[config.mk]
export PLATFORM = sky130hd
export DESIGN_NAME = ps2_kbd_top
export DESIGN_NICKNAME = d
export VERILOG_FILES = /design/src/logic/ps2_line_pkg.sv /design/src/logic/ps2_reg_pkg.sv /design/src/logic/ps2_line_sync.sv /design/src/logic/ps2_timer.sv /design/src/logic/ps2_rx_shift.sv /design/src/logic/ps2_tx_shift.sv /design/src/logic/ps2_regs.sv /design/src/logic/ps2_ctrl.sv /design/src/logic/ps2_kbd_top.sv
export SDC_FILE = /design/constraint.sdc
export NUM_CORES = 1
export LEC_CHECK = 0
export ABC_AREA = 1
export CAP_MARGIN = 10
export CORE_ASPECT_RATIO = 1.2
export CORE_MARGIN = 8
export CORE_UTILIZATION = 55
export DETAILED_ROUTE_END_ITERATION = 8
export DONT_BUFFER_PORTS = 1
export PLACE_DENSITY = 0.7
export SETUP_SLACK_MARGIN = 0.15
export SLEW_MARGIN = 20
export SYNTH_ARGS = -nofsm -noshare
export SYNTH_HDL_FRONTEND = slang
export SYNTH_SLANG_ARGS = --single-unit
[constraint.sdc]
create_clock -name clk_i -period 2.6 [get_ports clk_i]
set_input_delay 0.52 -clock clk_i [delete_from_list [all_inputs] [get_ports clk_i]]
set_output_delay 0.52 -clock clk_i [all_outputs]
set_load 0.01 [all_outputs]
[src/logic/ps2_line_pkg.sv]
package ps2_line_pkg;

	// ========================================
	// timing constants
	// ========================================

	// system clock rate
	localparam int unsigned CLK_FREQ_HZ = 250_000_000;
	// 5 us debounce window
	localparam int unsigned T_5US_CYCLES = CLK_FREQ_HZ / 200_000;
	// 100 us clock hold before a host transmit
	localparam int unsigned T_100US_CYCLES = CLK_FREQ_HZ / 10_000;
	// one-shot counter width, must cover the 100 us mark
	localparam int unsigned TIMER_W = 16;

	// ========================================
	// line protocol
	// ========================================

	// clock synchronizer length, edges come from the last stage
	localparam int unsigned SYNC_DEPTH = 11;
	// data synchronizer stage that is sampled
	localparam int unsigned DAT_TAP = 2;
	// start, eight data, parity, stop
	localparam int unsigned FRAME_BITS = 11;
	// length of the transmit ring
	localparam int unsigned TX_STEPS = 17;

	// one cycle of synchronized line state
	typedef struct packed {
		logic clk_lvl;
		logic clk_fall;
		logic clk_rise;
		logic dat;
	} ps2_line_t;

	typedef enum logic [1:0] {
		RX_WAIT_CLK = 2'd0,
		RX_CHK_LOW  = 2'd1,
		RX_CAPTURE  = 2'd2
	} rx_state_e;

	// bit positions in the one-hot transmit ring
	typedef enum logic [4:0] {
		TX_PULL_CLK       = 5'd0,
		TX_HOLD_100US     = 5'd1,
		TX_DATA_LOW       = 5'd2,
		TX_WAIT_5US_A     = 5'd3,
		TX_RELEASE_CLK    = 5'd4,
		TX_WAIT_FALL      = 5'd5,
		TX_WAIT_5US_B     = 5'd6,
		TX_SHIFT_WAIT_HI  = 5'd7,
		TX_SHIFT_WAIT_5US = 5'd8,
		TX_STOP_WAIT_HI   = 5'd9,
		TX_STOP_5US       = 5'd10,
		TX_ACK_WAIT_LO    = 5'd11,
		TX_ACK_5US        = 5'd12,
		TX_ACK_SAMPLE     = 5'd13,
		TX_END_WAIT_HI    = 5'd14,
		TX_END_5US        = 5'd15,
		TX_DONE           = 5'd16
	} tx_step_e;

endpackage

[src/logic/ps2_reg_pkg.sv]
package ps2_reg_pkg;

	// ========================================
	// register map
	// ========================================

	// register index doubles as the bus opcode
	typedef enum logic [0:0] {
		REG_DATA   = 1'b0,
		REG_STATUS = 1'b1
	} reg_addr_e;

	// status write values
	localparam logic [7:0] CMD_RX_CLEAR = 8'h00;
	localparam logic [7:0] CMD_TX_ABORT = 8'hFF;

	// one host request, valid for a single cycle with cs high
	typedef struct packed {
		logic       cs;
		logic       we;
		reg_addr_e  adr;
		logic [7:0] dat;
	} bus_req_t;

	// status flags gathered for reads
	// read layout puts rx_full in bit 7, tx_done in 6, tx_nack in 5
	// and parity_err in bit 0
	typedef struct packed {
		logic rx_full;
		logic tx_done;
		// inverted keyboard acknowledge
		logic tx_nack;
		logic parity_err;
	} ps2_status_t;

endpackage

[src/logic/ps2_line_sync.sv]
`timescale 1ns/1ps

module ps2_line_sync (
	input  logic                    clk_i,
	input  logic                    rst_i,
	input  logic                    kclk_i,
	input  logic                    kdat_i,
	output ps2_line_pkg::ps2_line_t line_o
);

	import ps2_line_pkg::*;

	// long chain on the clock filters slow edges from the cable
	logic [SYNC_DEPTH-1:0] clk_sync;
	// short chain on data, sampled mid low phase anyway
	logic [DAT_TAP:0] dat_sync;
	// last stage of the clock chain
	logic clk_tap;

	assign clk_tap = clk_sync[SYNC_DEPTH-1];

	always_ff @(posedge clk_i) begin
		if (rst_i) begin
			// idle lines float high
			clk_sync <= '1;
			dat_sync <= '1;
			line_o.clk_lvl <= 1'b1;
			line_o.clk_fall <= 1'b0;
			line_o.clk_rise <= 1'b0;
			line_o.dat <= 1'b1;
		end else begin
			clk_sync <= {clk_sync[SYNC_DEPTH-2:0], kclk_i};
			dat_sync <= {dat_sync[DAT_TAP-1:0], kdat_i};
			// level register doubles as the previous sample
			line_o.clk_lvl <= clk_tap;
			// edge pulses last one cycle
			line_o.clk_fall <= line_o.clk_lvl & ~clk_tap;
			line_o.clk_rise <= ~line_o.clk_lvl & clk_tap;
			line_o.dat <= dat_sync[DAT_TAP];
		end
	end

endmodule

[src/logic/ps2_timer.sv]
`timescale 1ns/1ps

module ps2_timer (
	input  logic clk_i,
	input  logic rst_i,
	input  logic clr_i,
	output logic t5_done_o,
	output logic t100_done_o
);

	import ps2_line_pkg::*;

	// one-shot count since the last clear
	logic [TIMER_W-1:0] cnt;

	always_ff @(posedge clk_i) begin
		if (rst_i) begin
			cnt <= '0;
		end else if (clr_i) begin
			// restart at every debounce or wait start
			cnt <= '0;
		end else if (cnt != '1) begin
			// stop at full scale so no mark repeats
			cnt <= cnt + 1'b1;
		end
	end

	// marks are high only in the cycle the count matches
	assign t5_done_o = (cnt == TIMER_W'(T_5US_CYCLES));
	assign t100_done_o = (cnt == TIMER_W'(T_100US_CYCLES));

endmodule

[src/logic/ps2_rx_shift.sv]
`timescale 1ns/1ps

module ps2_rx_shift (
	input  logic                    clk_i,
	input  logic                    rst_i,
	input  ps2_line_pkg::ps2_line_t line_i,
	input  logic                    capture_i,
	input  logic                    clear_i,
	output logic [7:0]              byte_o,
	output logic                    rx_full_o,
	output logic                    parity_err_o
);

	import ps2_line_pkg::*;

	// frame register, keyboard sends LSB first
	logic [FRAME_BITS-1:0] frame;

	always_ff @(posedge clk_i) begin
		if (rst_i) begin
			frame <= '1;
		end else if (clear_i) begin
			// all ones marks an empty frame
			frame <= '1;
		end else if (capture_i) begin
			// new bit enters at the top and walks down
			frame <= {line_i.dat, frame[FRAME_BITS-1:1]};
		end
	end

	// data bits sit between start and parity
	assign byte_o = frame[8:1];

	// start bit is a zero, so it reaching bit 0 means a full frame
	assign rx_full_o = ~frame[0];

	// data plus parity must hold an odd count of ones
	assign parity_err_o = ~^frame[9:1];

endmodule

[src/logic/ps2_tx_shift.sv]
`timescale 1ns/1ps

module ps2_tx_shift (
	input  logic       clk_i,
	input  logic       rst_i,
	input  logic       load_i,
	input  logic [7:0] byte_i,
	input  logic       shift_i,
	input  logic       oe_i,
	output logic       bits_done_o,
	output logic       kdat_en_o
);

	import ps2_line_pkg::*;

	// outgoing frame, bit 0 is on the wire
	logic [FRAME_BITS-1:0] frame;
	// counts down until the stop bit is out
	logic [$clog2(FRAME_BITS+1)-1:0] bit_cnt;

	always_ff @(posedge clk_i) begin
		if (load_i) begin
			// odd parity on top, then the byte
			// a dummy zero under the start bit pulls data low early
			frame <= {~^byte_i, byte_i, 2'b00};
		end else if (shift_i) begin
			// ones fill in behind, so the stop bit is a one
			frame <= {1'b1, frame[FRAME_BITS-1:1]};
		end
	end

	always_ff @(posedge clk_i) begin
		if (rst_i) begin
			bit_cnt <= '0;
		end else if (load_i) begin
			bit_cnt <= ($clog2(FRAME_BITS+1))'(FRAME_BITS);
		end else if (shift_i && bit_cnt != '0) begin
			bit_cnt <= bit_cnt - 1'b1;
		end
	end

	// stop bit is on the line once the count runs out
	assign bits_done_o = (bit_cnt == '0);

	// open collector, only ever pull low
	assign kdat_en_o = oe_i & ~frame[0];

endmodule

[src/logic/ps2_regs.sv]
`timescale 1ns/1ps

module ps2_regs (
	input  logic                     clk_i,
	input  logic                     rst_i,
	input  ps2_reg_pkg::bus_req_t    bus_i,
	input  logic [7:0]               byte_i,
	input  ps2_reg_pkg::ps2_status_t status_i,
	output logic [7:0]               dat_o,
	output logic                     tx_load_o,
	output logic [7:0]               tx_byte_o,
	output logic                     rx_clear_o,
	output logic                     tx_abort_o
);

	import ps2_reg_pkg::*;

	// request qualifiers
	logic wr_data;
	logic wr_status;
	logic rd;

	assign wr_data = bus_i.cs & bus_i.we & (bus_i.adr == REG_DATA);
	assign wr_status = bus_i.cs & bus_i.we & (bus_i.adr == REG_STATUS);
	assign rd = bus_i.cs & ~bus_i.we;

	// ========================================
	// write command pulses
	// ========================================

	always_ff @(posedge clk_i) begin
		if (rst_i) begin
			tx_load_o <= 1'b0;
			rx_clear_o <= 1'b0;
			tx_abort_o <= 1'b0;
		end else begin
			// each pulse lasts one cycle after the request
			tx_load_o <= wr_data;
			rx_clear_o <= wr_status & (bus_i.dat == CMD_RX_CLEAR);
			tx_abort_o <= wr_status & (bus_i.dat == CMD_TX_ABORT);
		end
	end

	// byte to send, valid alongside tx_load_o
	always_ff @(posedge clk_i) begin
		if (wr_data) begin
			tx_byte_o <= bus_i.dat;
		end
	end

	// ========================================
	// registered read mux
	// ========================================

	always_ff @(posedge clk_i) begin
		if (rst_i) begin
			dat_o <= 8'h00;
		end else if (rd) begin
			case (bus_i.adr)
				REG_DATA:   dat_o <= byte_i;
				REG_STATUS: dat_o <= {status_i.rx_full, status_i.tx_done,
					status_i.tx_nack, 4'b0000, status_i.parity_err};
				default:    dat_o <= 8'h00;
			endcase
		end else begin
			// read data is held for one cycle only
			dat_o <= 8'h00;
		end
	end

endmodule

[src/logic/ps2_ctrl.sv]
`timescale 1ns/1ps

module ps2_ctrl (
	input  logic                    clk_i,
	input  logic                    rst_i,
	input  ps2_line_pkg::ps2_line_t line_i,
	input  logic                    t5_done_i,
	input  logic                    t100_done_i,
	input  logic                    bits_done_i,
	input  logic                    rx_full_i,
	input  logic                    tx_load_i,
	input  logic                    tx_abort_i,
	output logic                    timer_clr_o,
	output logic                    rx_capture_o,
	output logic                    tx_shift_o,
	output logic                    tx_oe_o,
	output logic                    tx_done_o,
	output logic                    tx_nack_o,
	output logic                    kclk_en_o
);

	import ps2_line_pkg::*;

	rx_state_e rx_state;
	// one-hot transmit sequencer
	logic [TX_STEPS-1:0] tx_ring;
	logic [TX_STEPS-1:0] tx_ring_nxt;
	logic tx_adv;
	// host pulls the clock line
	logic clk_pull;
	// receiver sleeps while a transmit runs
	logic rx_inh;

	assign rx_inh = ~tx_done_o;

	// ========================================
	// receive state machine
	// ========================================

	always_ff @(posedge clk_i) begin
		if (rst_i) begin
			rx_state <= RX_WAIT_CLK;
		end else begin
			case (rx_state)
				// falling clock starts the debounce window
				RX_WAIT_CLK:
					if (line_i.clk_fall && !rx_inh)
						rx_state <= RX_CHK_LOW;
				// still low after 5 us means a real clock
				RX_CHK_LOW:
					if (rx_inh)
						rx_state <= RX_WAIT_CLK;
					else if (t5_done_i)
						rx_state <= line_i.clk_lvl ? RX_WAIT_CLK : RX_CAPTURE;
				RX_CAPTURE:
					rx_state <= RX_WAIT_CLK;
				default:
					rx_state <= RX_WAIT_CLK;
			endcase
		end
	end

	assign rx_capture_o = (rx_state == RX_CAPTURE);

	// ========================================
	// transmit sequencer
	// ========================================

	// advance condition of the active step
	always_comb begin
		case (1'b1)
			tx_ring[TX_PULL_CLK]:       tx_adv = 1'b1;
			tx_ring[TX_HOLD_100US]:     tx_adv = t100_done_i;
			tx_ring[TX_DATA_LOW]:       tx_adv = 1'b1;
			tx_ring[TX_WAIT_5US_A]:     tx_adv = t5_done_i;
			tx_ring[TX_RELEASE_CLK]:    tx_adv = 1'b1;
			tx_ring[TX_WAIT_FALL]:      tx_adv = line_i.clk_fall;
			tx_ring[TX_WAIT_5US_B]:     tx_adv = t5_done_i;
			tx_ring[TX_SHIFT_WAIT_HI]:  tx_adv = line_i.clk_rise;
			tx_ring[TX_SHIFT_WAIT_5US]: tx_adv = t5_done_i;
			tx_ring[TX_STOP_WAIT_HI]:   tx_adv = line_i.clk_rise;
			tx_ring[TX_STOP_5US]:       tx_adv = t5_done_i;
			tx_ring[TX_ACK_WAIT_LO]:    tx_adv = line_i.clk_fall;
			tx_ring[TX_ACK_5US]:        tx_adv = t5_done_i;
			tx_ring[TX_ACK_SAMPLE]:     tx_adv = 1'b1;
			tx_ring[TX_END_WAIT_HI]:    tx_adv = line_i.clk_rise;
			tx_ring[TX_END_5US]:        tx_adv = t5_done_i;
			tx_ring[TX_DONE]:           tx_adv = 1'b0;
			default:                    tx_adv = 1'b0;
		endcase
	end

	// plain rotate except for the bit loop around the shift steps
	always_comb begin
		tx_ring_nxt = {tx_ring[TX_STEPS-2:0], 1'b0};
		tx_ring_nxt[TX_SHIFT_WAIT_HI] = tx_ring[TX_WAIT_5US_B]
			| (tx_ring[TX_SHIFT_WAIT_5US] & ~bits_done_i);
		tx_ring_nxt[TX_STOP_WAIT_HI] = tx_ring[TX_SHIFT_WAIT_5US] & bits_done_i;
	end

	always_ff @(posedge clk_i) begin
		if (rst_i || tx_abort_i) begin
			tx_ring <= '0;
		end else if (tx_load_i) begin
			tx_ring <= TX_STEPS'(1) << TX_PULL_CLK;
		end else if (tx_ring[TX_DONE]) begin
			tx_ring <= '0;
		end else if (tx_adv) begin
			tx_ring <= tx_ring_nxt;
		end
	end

	// line drives and flags set by individual steps
	always_ff @(posedge clk_i) begin
		if (rst_i) begin
			clk_pull <= 1'b0;
			tx_oe_o <= 1'b0;
			tx_done_o <= 1'b1;
			tx_nack_o <= 1'b1;
		end else if (tx_load_i) begin
			tx_done_o <= 1'b0;
		end else if (tx_abort_i) begin
			// drop every drive at once
			clk_pull <= 1'b0;
			tx_oe_o <= 1'b0;
			tx_done_o <= 1'b1;
		end else begin
			if (tx_ring[TX_PULL_CLK])
				clk_pull <= 1'b1;
			// data low doubles as the request to send
			if (tx_ring[TX_DATA_LOW])
				tx_oe_o <= 1'b1;
			// keyboard starts clocking once released
			if (tx_ring[TX_RELEASE_CLK])
				clk_pull <= 1'b0;
			if (tx_ring[TX_STOP_WAIT_HI])
				tx_oe_o <= 1'b0;
			// keyboard pulls data low to acknowledge
			if (tx_ring[TX_ACK_SAMPLE])
				tx_nack_o <= line_i.dat;
			if (tx_ring[TX_DONE])
				tx_done_o <= 1'b1;
		end
	end

	// next bit goes out on each rising clock
	// the release step also moves the start bit under data
	assign tx_shift_o = (tx_ring[TX_SHIFT_WAIT_HI] & line_i.clk_rise)
		| tx_ring[TX_RELEASE_CLK];

	// restart the one-shot wherever a wait is about to begin
	assign timer_clr_o = (rx_state == RX_WAIT_CLK && line_i.clk_fall && !rx_inh)
		|| (rx_state == RX_CHK_LOW && rx_inh)
		|| tx_ring[TX_PULL_CLK] || tx_ring[TX_DATA_LOW]
		|| tx_ring[TX_WAIT_FALL] || tx_ring[TX_SHIFT_WAIT_HI]
		|| tx_ring[TX_STOP_WAIT_HI] || tx_ring[TX_ACK_WAIT_LO]
		|| tx_ring[TX_END_WAIT_HI];

	// an unread byte holds the keyboard off
	assign kclk_en_o = clk_pull | rx_full_i;

endmodule

[src/logic/ps2_kbd_top.sv]
`timescale 1ns/1ps

module ps2_kbd_top (
	input  logic                  clk_i,
	input  logic                  rst_i,
	input  ps2_reg_pkg::bus_req_t bus_i,
	output logic [7:0]            dat_o,
	output logic                  irq_o,
	input  logic                  kclk_i,
	input  logic                  kdat_i,
	output logic                  kclk_en_o,
	output logic                  kdat_en_o
);

	import ps2_line_pkg::*;
	import ps2_reg_pkg::*;

	ps2_line_t line;
	ps2_status_t status;
	logic timer_clr, t5_done, t100_done;
	logic rx_capture, rx_clear, rx_full, parity_err;
	logic [7:0] rx_byte;
	logic tx_load, tx_abort, tx_shift, tx_oe, bits_done;
	logic tx_done, tx_nack;
	logic [7:0] tx_byte;

	// interrupt level follows the receive full flag
	assign irq_o = rx_full;
	assign status = '{rx_full: rx_full, tx_done: tx_done,
		tx_nack: tx_nack, parity_err: parity_err};

	ps2_line_sync u_sync (.clk_i, .rst_i, .kclk_i, .kdat_i, .line_o(line));

	ps2_timer u_timer (.clk_i, .rst_i, .clr_i(timer_clr),
		.t5_done_o(t5_done), .t100_done_o(t100_done));

	ps2_rx_shift u_rx (.clk_i, .rst_i, .line_i(line), .capture_i(rx_capture),
		.clear_i(rx_clear), .byte_o(rx_byte), .rx_full_o(rx_full),
		.parity_err_o(parity_err));

	ps2_tx_shift u_tx (.clk_i, .rst_i, .load_i(tx_load), .byte_i(tx_byte),
		.shift_i(tx_shift), .oe_i(tx_oe), .bits_done_o(bits_done),
		.kdat_en_o(kdat_en_o));

	ps2_regs u_regs (.clk_i, .rst_i, .bus_i, .byte_i(rx_byte), .status_i(status),
		.dat_o(dat_o), .tx_load_o(tx_load), .tx_byte_o(tx_byte),
		.rx_clear_o(rx_clear), .tx_abort_o(tx_abort));

	// controller sits between the line, the timer and both shifters
	ps2_ctrl u_ctrl (.clk_i, .rst_i, .line_i(line), .t5_done_i(t5_done),
		.t100_done_i(t100_done), .bits_done_i(bits_done), .rx_full_i(rx_full),
		.tx_load_i(tx_load), .tx_abort_i(tx_abort), .timer_clr_o(timer_clr),
		.rx_capture_o(rx_capture), .tx_shift_o(tx_shift), .tx_oe_o(tx_oe),
		.tx_done_o(tx_done), .tx_nack_o(tx_nack), .kclk_en_o(kclk_en_o));

endmodule

# After elaboration in Yosys (flattened, before gate mapping)
# Index checks and enable logic that the tools add are counted.
[classes]
n_addsub = 2
n_mul = 0
div_mod_pow = 0
magnitude_cmp = 0
eq_ne = 8
shifts = 0
muxes = 38
n_bitwise = 27
n_reduce_logical = 36
[op_table]
columns = ["op", "n"]
rows = [
  ["1-bit two-way mux", 28],
  ["11-bit two-way mux", 2],
  ["16-bit by 1-bit adder with 16-bit output (second input constant)", 1],
  ["16-bit by 11-bit == test with 1-bit output (second input constant)", 1],
  ["16-bit by 15-bit == test with 1-bit output (second input constant)", 1],
  ["16-bit != test (second input constant)", 1],
  ["8-bit one-hot mux with 2 select lines", 1],
  ["1-bit AND", 12],
  ["1-bit inverter", 12],
  ["3-bit nonzero test", 4],
  ["1-bit logical OR", 9],
  ["9-bit XNOR reduction", 1],
  ["8-bit == test (second input constant)", 1],
  ["8-bit logical NOT", 1],
  ["2-bit two-way mux", 4],
  ["4-bit two-way mux", 2],
  ["2-bit OR reduction", 4],
  ["8-bit XNOR reduction", 1],
  ["2-bit AND reduction", 3],
  ["1-bit logical AND", 5],
  ["4-bit logical NOT", 1],
  ["2-bit one-hot mux with 2 select lines", 1],
  ["2-bit nonzero test", 2],
  ["4-bit nonzero test", 1],
  ["10 further kinds", 12],
]
[word_totals]
regBits = 102
latch_bits = 0
ram_bits = 0
rom_bits = 0
inputBits = 15
output_inout_bits = 11
elab_cells = 136
n_memories = 0

# Logic depth before layout (Yosys ltp)
[depth]
ltp_word = 20
ltp_mapped = 23
mapped_depth_nobuf = 22

# By module
# A second synthesis with hierarchy kept.
[hier_totals]
cells_unflattened = 643
area_unflattened_um2 = 4719.5
[by_module_without_submodules]
columns = ["mod", "n_inst", "cells_each", "area_per_inst_um2"]
rows = [
  ["ps2_ctrl", 1, 169, 1128.6],
  ["ps2_timer", 1, 158, 1001.0],
  ["ps2_tx_shift", 1, 123, 863.3],
  ["ps2_regs", 1, 68, 658.1],
  ["ps2_rx_shift", 1, 84, 576.8],
  ["ps2_line_sync", 1, 41, 491.7],
]

# Worst setup path before layout
# Ideal clock, no wire load.
[synth_path]
path_kind = "register to register"
from = "register u_timer.cnt[0]"
to = "register u_ctrl.tx_ring[10]"
setup_time_ps = 115
arrival_ps = 1761
required_ps = 2485
path_slack_ps = 724
path_stages_with_launch = 23
cell_sequence = "dfxtp_1 -> inv_1 -> ha_1 -> inv_1 -> nor2_1 -> nand2_1 -> nor2_1 -> nand3_1 -> nand2_1 -> nand2_1 -> nand2_1 -> nand2_1 -> nand2_1 -> nand2_1 -> nand2_1 -> nand2_1 -> nand2_1 -> nand2_1 -> nand2_2 -> nand2_4 -> clkbuf_8 -> a21oi_1 -> nor2_1"
[synth_between]
elab_chain_len = 17
word_cells_on_any_way = 18
cone_classes = "eq/ne: 2; mux: 16"
[synth_rtl]
columns = ["element", "line_no", "source"]
rows = [
  ["start: declaration", "ps2_timer.sv:14", "logic [TIMER_W-1:0] cnt;"],
  ["start signal: assignment", "ps2_timer.sv:24", "cnt <= cnt + 1'b1;"],
  ["16-bit by 11-bit == test with 1-bit output", "ps2_timer.sv:29", "assign t5_done_o = (cnt == TIMER_W'(T_5US_CYCLES));"],
  ["1-bit two-way mux (14 in series)", "ps2_ctrl.sv:71", "case (1'b1)"],
  ["1-bit two-way mux * (2 in series)", "ps2_ctrl.sv:71", ""],
  ["end signal: assignment", "ps2_ctrl.sv:105", "tx_ring <= TX_STEPS'(1) << TX_PULL_CLK;"],
  ["end signal: assignment", "ps2_ctrl.sv:109", "tx_ring <= tx_ring_nxt;"],
  ["end: declaration", "ps2_ctrl.sv:26", "logic [TX_STEPS-1:0] tx_ring;"],
]
# Mark *: on every way between the ends. The rest lies on a longest branch, timed or not.
# A chain may end at the register's enable or synchronous reset.

# Final worst setup path
[layout_path]
from = "register u_timer.cnt[0]"
to = "register u_ctrl.tx_ring[12]"
# The elaborated chain is that of the path after synthesis.

==> metrics <==
unrepaired setup endpoints after global routing no; Die H 114 um; Worst R2R Path Depth 21; pin count of the biggest net entering global routing 29; Hold Crit Depth 1; post-layout util 0.605; final cell count without fillers 653; cell depth of the worst setup path 21; Crit path top cell by count nand2_1; Avg Inst Size Synth around 8 sq um; max incr delay on CP 350 ps; total number of vias approximately 3400; Worst-Margin Slew around 760 ps; fin crit share 0.826; yosys synthesis warning count 0; Detailed Routing Iterations Pass 1 4; initial antenna violation count 0; fin nets 575; ANT nets after route 0; H-tree depth 3; CTS root buf clkbuf_8; Initial Util 0.566; placed cells around 640; cell family with most CP delay simple AND/OR/NAND/NOR gates; PortBufs 0; worst-path maximum fanout 13; reg2reg start u_timer.cnt[0]; hold buffer count at CTS 0; fmax 0.466 GHz; Mapped Area 4370 sq um; share of layout cells above drive strength 1 0.0838; min-delay worst type primary input to register; total wire length 8640 um; total negative slack 0 ps; final slew viol count 0; Vias/cell 5.27; minimum clock period after layout between 2000 and 2500 ps; Startpoint Class register; Netlist cell types 31; core area between 7000 and 8000 sq um; CTS tree built; num ports 26; commonest non-fill, non-tap cell in the layout nand2_1; Initial DRC Count 178; power density over cell area approximately 900 nW/um^2; number of diodes 0; worst-skew pair later-pin latency 370 ps; Final setup viols 0; FP Rows 35; Die Wd 97.3 um; crit-path cells inv_1, ha_1, inv_1, nor2_1, nand2_1, nor2_1, nand3_1, nand2_1, nand2_1, nand2_1, nand2_1, nand2_1, nand2_1, nand2_1, nand2_1, nand2_1, nand2_1, nand2_4, nand2_4, a21oi_1, nor2_1; CP Data Required Time 2870 ps; register bit total from synthesis 102; wire per inst about 13 um; Worst Path Buf+Inv 2; global route total overflow 0; Max Clock Skew 11.7 ps; Peak VDD IR between 0.6 and 0.7 mV; DR DRC count 0; clock tree buffer depth 2; Final Hold Fails 0; leakage power 2.03 nW; Max stage delay cell, worst path dfxtp_1; Area Growth Syn to Fin 6.82%; Placer Congestion ~0.86; CP endpoint kind register; outcome completed; Slew Limit Headroom 0.495; CP startpoint u_timer.cnt[0]; clk sinks 102; Worst Min Path Start bus_i[8]; Total GRT Usage 0.157; cell count after synthesis between 500 and 600; Syn Nets between 500 and 600; max_cap viols 0; clock-pin slew on the worst setup and hold paths 100 ps; Num CTS Buffers 9; Crit Path Class register to register; die area 11100 sq um; Data arrival, critical path 2410 ps; overall power 4.30 mW; first-pass GRT wire length 14600 um; hpwl dp 6010 um; sequential fraction of the synthesis area 0.507; most frequent cells in the layout 113 x nand2_1, 85 x dfxtp_1, 73 x inv_1; vias in the first global route 3289
==> stage by stage <==
| stage | area [sq um] | setup WS [ps] | hold WS, ps |
|---|---|---|---|
| global placement | 4450 | 558 | 392 |
| global route | 4660 | 144 | 197 |
| CTS | 4640 | 403 | 200 |
| finish | 4660 | 453 | 216 |
| floorplan | 4370 | 724 | 389 |
| detailed placement | 4450 | 479 | 396 |
==> layout make-up <==
cell class,count,area (sq um)
clock buffer,9,124
sequential,102,2210
multi-input combinational,361,1810
tap,92,115
fill,714,3040
inverter,75,282
timing repair buffer,7,52.6
clock inverter,7,67.6
==> repair_timing <==
item	4_1_cts	5_1_grt
gates resized for setup	0	2
setup endpoints to repair	0	15
buffers inserted	0	0
endpoints found under the hold margin	0	0
==> registers in the layout (all words and copies together), names as in the netlist <==
signal and count:
u_regs.dat_o 8, u_ctrl.rx_state 2, u_sync.line_o 4, u_ctrl.clk_pull 1
u_ctrl.tx_oe_o 1, u_rx.frame 11, u_sync.clk_sync 11, u_ctrl.tx_done_o 1
u_regs.tx_byte_o 8, u_regs.rx_clear_o 1, u_ctrl.tx_nack_o 1, u_regs.tx_abort_o 1
u_sync.dat_sync 3, u_ctrl.tx_ring 17, u_tx.frame 11, u_tx.bit_cnt 4
u_timer.cnt 16, u_regs.tx_load_o 1
==> cells by family (layout without fill, tap and decap cells) <==
| family | after synthesis | in the layout | synth area share |
|---|---|---|---|
| buf+inv | 90 | 98 | 0.0843 |
| xor+xnor | 19 | 19 | 0.0381 |
| flops | 102 | 102 | 0.507 |
| simple gates | 264 | 265 | 0.265 |
| compound gates | 73 | 73 | 0.0943 |
| fa+ha+maj | 4 | 4 | 0.0115 |
==> where the power goes <==
group	total [mW]	internal (mW)	leakage, nW	switching (mW)
Sequential	1.98	1.83	0.852	0.156
Clock	0.959	0.372	0.0989	0.587
Combinational	1.36	0.502	1.08	0.856
==> Yosys cell counts, drive strengths merged <==
cell type  count  share of area
a21oi         37          0.045
nor2          59          0.051
or2           16          0.023
buf            3         0.0049
clkinv         1        0.00086
nand2        115           0.10
xor2          12          0.024
inv           74          0.064
nor3          16          0.018
a311oi         1         0.0020
and3           1         0.0014
edfxtp        17           0.12
nor4           9          0.013
o31ai          3         0.0052
nand4          7          0.010
o211ai         6          0.010
ha             4          0.011
clkbuf        12          0.015
a31oi          3         0.0043
dfxtp         85           0.39
o21bai         2         0.0034
nand3         41          0.047
o21ai         21          0.024
xnor2          7          0.014
==> routing by layer <==
layer,global-route usage,routed length [um],up-vias
met5,0,0,-
met4,0.0668,222,0
met3,0.0472,352,20
met2,0.263,4050,53
met1,0.183,4010,1578
li1,-,-,1788
==> worst paths after layout <==
path                                      endpoint  slack, ps
worst min register to register  u_sync.clk_sync[9]        420
worst min-delay path              u_regs.tx_load_o        220
worst max-delay path            u_ctrl.tx_ring[12]        450
worst max register to register  u_ctrl.tx_ring[12]        450
==> worst reg2reg max path: cells and delay by family, from the launching register on <==
| family | cells | cell delay (ps) |
|---|---|---|
| adder cells (fa/ha/maj) | 1 | 210 |
| AND/OR/NAND/NOR | 17 | 1140 |
| buffers and inverters | 2 | 170 |
| AO/OA/AOI/OAI | 1 | 160 |
| flip-flops | 1 | 350 |
Power figures use the tool's default switching activity.
